==> config.mk <==
export PLATFORM = sky130hd
export DESIGN_NAME = icache_ctrl
export DESIGN_NICKNAME = d
export VERILOG_FILES = /design/src/hdl/icache_cfg_pkg.sv /design/src/hdl/icache_state_pkg.sv /design/src/hdl/icache_tag_store.sv /design/src/hdl/icache_miss_ctrl.sv /design/src/hdl/icache_ctrl.sv
export SDC_FILE = /design/constraint.sdc
export NUM_CORES = 2
export LEC_CHECK = 0
export ABC_AREA = 1
export BUFFER_PORTS_ARGS = -buffer_cell sky130_fd_sc_hd__buf_2
export CAP_MARGIN = 20
export CORE_ASPECT_RATIO = 2
export CORE_UTILIZATION = 35
export CTS_CLUSTER_DIAMETER = 50
export DETAILED_ROUTE_END_ITERATION = 6
export SETUP_SLACK_MARGIN = 0.4
export SLEW_MARGIN = 25
export SYNTH_ARGS = -nofsm -noshare
export SYNTH_HDL_FRONTEND = slang
export SYNTH_SLANG_ARGS = --single-unit
==> constraint.sdc <==
create_clock -name clk -period 4.75 [get_ports clk]
set_clock_uncertainty 0.2 [all_clocks]
set_input_delay 0 -clock clk [delete_from_list [all_inputs] [get_ports clk]]
set_output_delay 0 -clock clk [all_outputs]
set_load 0.05 [all_outputs]
==> src/hdl/icache_cfg_pkg.sv <==
package icache_cfg_pkg;

    // geometry of the L1 instruction cache tag side.
    // address split is tag | index | offset, offset lives in the data side.

    // tag bits kept per entry.
    localparam int DEF_TAG_W = 52;

    // index bits, 64 entries.
    localparam int DEF_INDEX_W = 6;

endpackage

==> src/hdl/icache_state_pkg.sv <==
package icache_state_pkg;

    // controller states of the miss path
    typedef enum logic [1:0] {
        ST_IDLE      = 2'd0, // ready for a request.
        ST_LOOKUP    = 2'd1, // compare latched request.
        ST_MISS_WAIT = 2'd2, // waiting on L2.
        ST_REFILL    = 2'd3  // one-cycle refill report.
    } ctrl_state_t;

endpackage

==> src/hdl/icache_tag_store.sv <==
`timescale 1ns/1ps

module icache_tag_store #(
    parameter int TAG_W   = icache_cfg_pkg::DEF_TAG_W,
    parameter int INDEX_W = icache_cfg_pkg::DEF_INDEX_W
) (
    input  logic               clk,
    input  logic               nrst,
    input  logic               flush,
    input  logic               fill,
    input  logic [INDEX_W-1:0] req_index,
    input  logic [TAG_W-1:0]   req_tag,
    output logic               hit
);

    localparam int ENTRIES = 1 << INDEX_W;

    logic [ENTRIES-1:0] valid;
    logic [TAG_W-1:0]   tags [ENTRIES];

    logic               sel_valid;
    logic [TAG_W-1:0]   sel_tag;

    // valid bits, flush beats a fill on the same edge.
    always_ff @(posedge clk or negedge nrst) begin
        if (!nrst) begin
            valid <= '0;
        end else if (flush) begin
            valid <= '0;
        end else if (fill) begin
            valid[req_index] <= 1'b1;
        end
    end

    // tag payload.
    always_ff @(posedge clk) begin
        if (fill) begin
            tags[req_index] <= req_tag;
        end
    end

    assign sel_valid = valid[req_index];
    assign sel_tag   = tags[req_index];

    // invalid entry masks whatever the tag holds.
    assign hit = sel_valid && (sel_tag == req_tag);

    // a fill leaves a matching, valid entry behind unless flushed
    property p_fill_lands;
        @(posedge clk) disable iff (!nrst)
        fill && !flush |=> valid[$past(req_index)] &&
                           (tags[$past(req_index)] == $past(req_tag));
    endproperty

    a_fill_lands: assert property (p_fill_lands)
        else $error("tag store entry not written by fill");

endmodule

==> src/hdl/icache_miss_ctrl.sv <==
`timescale 1ns/1ps

module icache_miss_ctrl #(
    parameter int TAG_W   = icache_cfg_pkg::DEF_TAG_W,
    parameter int INDEX_W = icache_cfg_pkg::DEF_INDEX_W
) (
    input  logic               clk,
    input  logic               nrst,
    input  logic               read_req,
    input  logic [TAG_W-1:0]   tag,
    input  logic [INDEX_W-1:0] index,
    input  logic               l2_ready,
    input  logic               hit,
    output logic [TAG_W-1:0]   req_tag,
    output logic [INDEX_W-1:0] req_index,
    output logic               fill,
    output logic               stall,
    output logic               l2_read,
    output logic               refill
);

    import icache_state_pkg::*;

    ctrl_state_t state;
    ctrl_state_t state_nxt;

    logic accept;

    // only idle takes a new request.
    assign accept = (state == ST_IDLE) && read_req;

    // request latch, held through the whole miss.
    always_ff @(posedge clk) begin
        if (accept) begin
            req_tag   <= tag;
            req_index <= index;
        end
    end

    always_ff @(posedge clk or negedge nrst) begin
        if (!nrst) begin
            state <= ST_IDLE;
        end else begin
            state <= state_nxt;
        end
    end

    always_comb begin
        state_nxt = state;
        case (state)
            ST_IDLE: begin
                if (accept) begin
                    state_nxt = ST_LOOKUP;
                end
            end
            ST_LOOKUP: begin
                // hit costs just this cycle.
                state_nxt = hit ? ST_IDLE : ST_MISS_WAIT;
            end
            ST_MISS_WAIT: begin
                if (l2_ready) begin
                    state_nxt = ST_REFILL;
                end
            end
            ST_REFILL: begin
                state_nxt = ST_IDLE;
            end
            default: begin
                state_nxt = ST_IDLE;
            end
        endcase
    end

    // write strobe on the ready edge.
    assign fill = (state == ST_MISS_WAIT) && l2_ready;

    // outputs straight from the state register.
    assign stall   = (state != ST_IDLE);
    assign l2_read = (state == ST_MISS_WAIT);
    assign refill  = (state == ST_REFILL);

    // refill is a single pulse and the core is released with it
    property p_refill_pulse;
        @(posedge clk) disable iff (!nrst)
        refill |=> !refill && !stall;
    endproperty

    // L2 is only asked after a lookup cycle that already stalled.
    property p_l2_read_stalled;
        @(posedge clk) disable iff (!nrst)
        l2_read |-> stall && $past(stall);
    endproperty

    // fill only on the L2 reply, and refill follows it.
    property p_fill_in_wait;
        @(posedge clk) disable iff (!nrst)
        fill |-> l2_read ##1 refill;
    endproperty

    a_refill_pulse: assert property (p_refill_pulse)
        else $error("refill longer than one cycle or stall held after it");

    a_l2_read_stalled: assert property (p_l2_read_stalled)
        else $error("l2_read without a preceding stall");

    a_fill_in_wait: assert property (p_fill_in_wait)
        else $error("fill outside the L2 wait");

endmodule

==> src/hdl/icache_ctrl.sv <==
`timescale 1ns/1ps

module icache_ctrl #(
    parameter int TAG_W   = icache_cfg_pkg::DEF_TAG_W,
    parameter int INDEX_W = icache_cfg_pkg::DEF_INDEX_W
) (
    input  logic               clk,
    input  logic               nrst,
    input  logic               read_req,
    input  logic [TAG_W-1:0]   tag,
    input  logic [INDEX_W-1:0] index,
    input  logic               flush,
    input  logic               l2_ready,
    output logic               stall,
    output logic               l2_read,
    output logic               refill
);

    // latched request toward the store.
    logic [TAG_W-1:0]   req_tag;
    logic [INDEX_W-1:0] req_index;

    logic fill;
    logic hit;

    icache_miss_ctrl #(
        .TAG_W   (TAG_W),
        .INDEX_W (INDEX_W)
    ) u_miss_ctrl (
        .clk       (clk),
        .nrst      (nrst),
        .read_req  (read_req),
        .tag       (tag),
        .index     (index),
        .l2_ready  (l2_ready),
        .hit       (hit),
        .req_tag   (req_tag),
        .req_index (req_index),
        .fill      (fill),
        .stall     (stall),
        .l2_read   (l2_read),
        .refill    (refill)
    );

    // flush bypasses the controller.
    icache_tag_store #(
        .TAG_W   (TAG_W),
        .INDEX_W (INDEX_W)
    ) u_tag_store (
        .clk       (clk),
        .nrst      (nrst),
        .flush     (flush),
        .fill      (fill),
        .req_index (req_index),
        .req_tag   (req_tag),
        .hit       (hit)
    );

endmodule

==> summary.txt <==
Outcome
  – Status: finished, violations left
  – Failing checks: design-rule violations

Detailed routing
  – DRT iter0 DRCs: 11475
  – DR DRC count: 6
  – Routed Antenna Nets: 0
  – Routed wire per std cell: 28.4 µm
  – Vias/cell: 5.54
  – Wire length after detailed routing: 492 mm
  – TritonRoute pass-1 iters: 7
  – Total number of vias: 95810

Layout
  – Fin cells: around 17000
  – Post-layout util: 0.403
  – Cell area after layout: 159000 µm²
  – Most frequent cells in the layout: 3800 x nand2_1, 3386 x edfxtp_1, 3166 x nand3_1
  – Area taken by multi-input logic gates: ~32000 µm²
  – Reg area: about 100000 µm²
  – Area grow syn2layout: 14.7%
  – Layout net count: 11855
  – Filler Cells Inserted: 37077
  – Share of post-route cells with drive strength above 1: 0.0903
  – Most common cell after layout, fill and taps aside: nand2_1

STA
  – Post-route clock period utilization: 0.907
  – Minimum clock period: about 4300 ps
  – Setup ws final: 442 ps
  – Final Hold Vio Count: 0
  – Slew margin rel.: 0.248
  – Slew @ Worst Pin: 1130 ps
  – Max Slew Vio Count: 0
  – Post-Route Setup TNS: 0 ps
  – WHS: between 100 and 150 ps
  – Final Setup Violations: 0
  – Max Clk Rate: 0.232 GHz
  – RSZ-0062 raised after global routing: false

Yosys
  – Cell taking the most area after synthesis: edfxtp_1
  – Post-Syn Area: roughly 140000 µm²
  – Sequential area share after synthesis: 0.744
  – Largest cells by area after synthesis: edfxtp_1 73%, nand3_1 11%, nand2_1 10%
  – Cells after Synth: 11532
  – Flop and latch count out of synthesis: 3458
  – Netlist cell types: 27
  – Top-area cell type share of the netlist area: 0.731
  – Mean Syn Cell Area: 12.1 µm²
  – Syn Nets: around 12000
  – Warnings, synthesis: 0
  – Number of synthesized flops with an enable pin: about 3400
  – Ys flop type: edfxtp_1
  – Synth async-reset ratio: 0.0191

Critical path
  – WS Path Type: flop to flop
  – Crit path max fanout: 79
  – Arrival @ worst endpoint: 4890 ps
  – CP Launch Type: flop
  – CP endpoint kind: flop
  – CP required: 5330 ps

Run
  – MaxCap Viol Count: 0

Worst hold path
  – Worst min path class: input port to flop
  – Hold Path Origin: tag[24]

Power and ir drop
  – LEAKAGE: 55.9 nW
  – Pwr dens: between 500 and 600 nW/µm²
  – Total Power: around 80 mW
  – VDD IR max: 0.342 mV

Floorplan
  – Num rows: 327
  – Chip Width: 448 µm
  – Die Ht: slightly below 900 µm
  – Core area: 396000 µm²
  – Die Area: 400000 µm²
  – Initial core utilization: 0.351
  – Num ports: between 60 and 70

Clocking
  – Total CTS buffers: 294
  – Clk buf depth: 4
  – Clock Root Buffer: clkbuf_16
  – CTS H-tree depth: 5
  – # clock sinks: 3458
  – TritonCTS clock tree: done
  – Clk_lat worst skew: 910 ps
  – Clk pin slew, worst setup/hold paths: 70 ps

Global route
  – Initial antenna violation count: 21
  – GRT overflow: 0
  – Largest net degree at the start of global routing: 140
  – First-pass GRT wire length: roughly 680 mm
  – Vias in the first global route: 91553
  – Gr usage total: 0.240

Place
  – Cell Area, Placed: roughly 150000 µm²
  – Cell count after placement: 16630
  – PortBufs: 65
  – RD Place Congestion: 0.880
  – Pre-CTS WS: -23.4 ps
  – Post-DP HPWL: between 200 and 300 mm
worst max-delay path, stage by stage (launching register included):
cell and delay [ps]:
dfxtp_4 640, inv_16 260, buf_12 270, buf_4 220
nand3_1 100, nand3_1 80, nand3_1 140, nand3_1 130
nand3_1 310, nand2_1 90, nand2_1 80, nand2_1 320
nor2_1 180, nand2_1 150, nor2_1 270, buf_4 190
nand3_1 60, buf_4 130, nor2_1 140, nor2_1 50
layout make-up:
| cell class | count | area share |
|---|---|---|
| inverter | 70 | 0.00204 |
| clock buffer | 352 | 0.0487 |
| tap | 5264 | 0.0413 |
| timing repair buffer | 709 | 0.0492 |
| sequential | 3458 | 0.649 |
| clock inverter | 171 | 0.00944 |
| timing repair inverter | 1 | 0.0000549 |
| multi-input combinational | 7258 | 0.200 |
| antenna | 22 | 0.000345 |
layer usage:
| layer | GRT usage | share of wire |
|---|---|---|
| met5 | 0 | 0.00011 |
| met4 | 0.186 | 0.088 |
| met3 | 0.0331 | 0.076 |
| met2 | 0.413 | 0.50 |
| met1 | 0.266 | 0.33 |
worst paths after layout:
path	to	cells past startpoint	slack, ps
max	flop	19	440
min	u_miss_ctrl.req_tag[24]	3	110
max reg2reg	flop	19	440
min reg2reg	u_tag_store.valid[56]	2	300
max in group asynchronous	u_tag_store.valid[24]	5	3040
min in group asynchronous	u_tag_store.valid[51]	4	370
sequential cells by signal, summed over array words and instances, names as in the netlist, named ones only:
signal / count
u_tag_store.tags: 3328
u_tag_store.valid: 64
u_miss_ctrl.req_tag: 52
u_miss_ctrl.req_index: 6
u_miss_ctrl.state: 1
report_power, final:
part	internal [mW]	switching (mW)	total (mW)
Combinational	6.18	16.7	22.9
Clock	12.9	11.3	24.2
Sequential	34.8	0.454	35.3
Total	53.9	28.5	82.3
kinds of logic (layout without fill, tap and decap cells):
group	Yosys count	count (layout)	synth area share
AOI/OAI and AO/OA	46	46	0.00191
buffers and inverters	816	1303	0.0304
DFF	3458	3458	0.744
other	0	22	0
and+or+nand+nor	7212	7212	0.224
synthesized netlist by cell type, types with 2 or more instances:
library cell	instances
o21ai_0	20
nand3_1	3166
o21ai_1	8
nor3_1	10
buf_1	89
edfxtp_1	3386
a21oi_1	9
inv_1	62
o21ba_2	6
dfrtp_1	66
clkbuf_1	113
dfxtp_1	6
buf_2	399
buf_6	27
nand3b_1	23
nand4_1	6
nor2_1	206
inv_2	3
clkinv_1	3
o22ai_1	2
buf_4	116
nand2_1	3801
timing repair:
action | 4_1_cts | 5_1_grt
gates resized for setup | 2 | 4
hold buffers | 124 | 0
setup buffers | 5 | 0
endpoints found under the hold margin | 224 | 0
setup endpoints to repair | 1 | 1
pin swaps | 0 | 0
gates cloned | 1 | 0
Note: power is estimated with default switching activity, not from simulation.
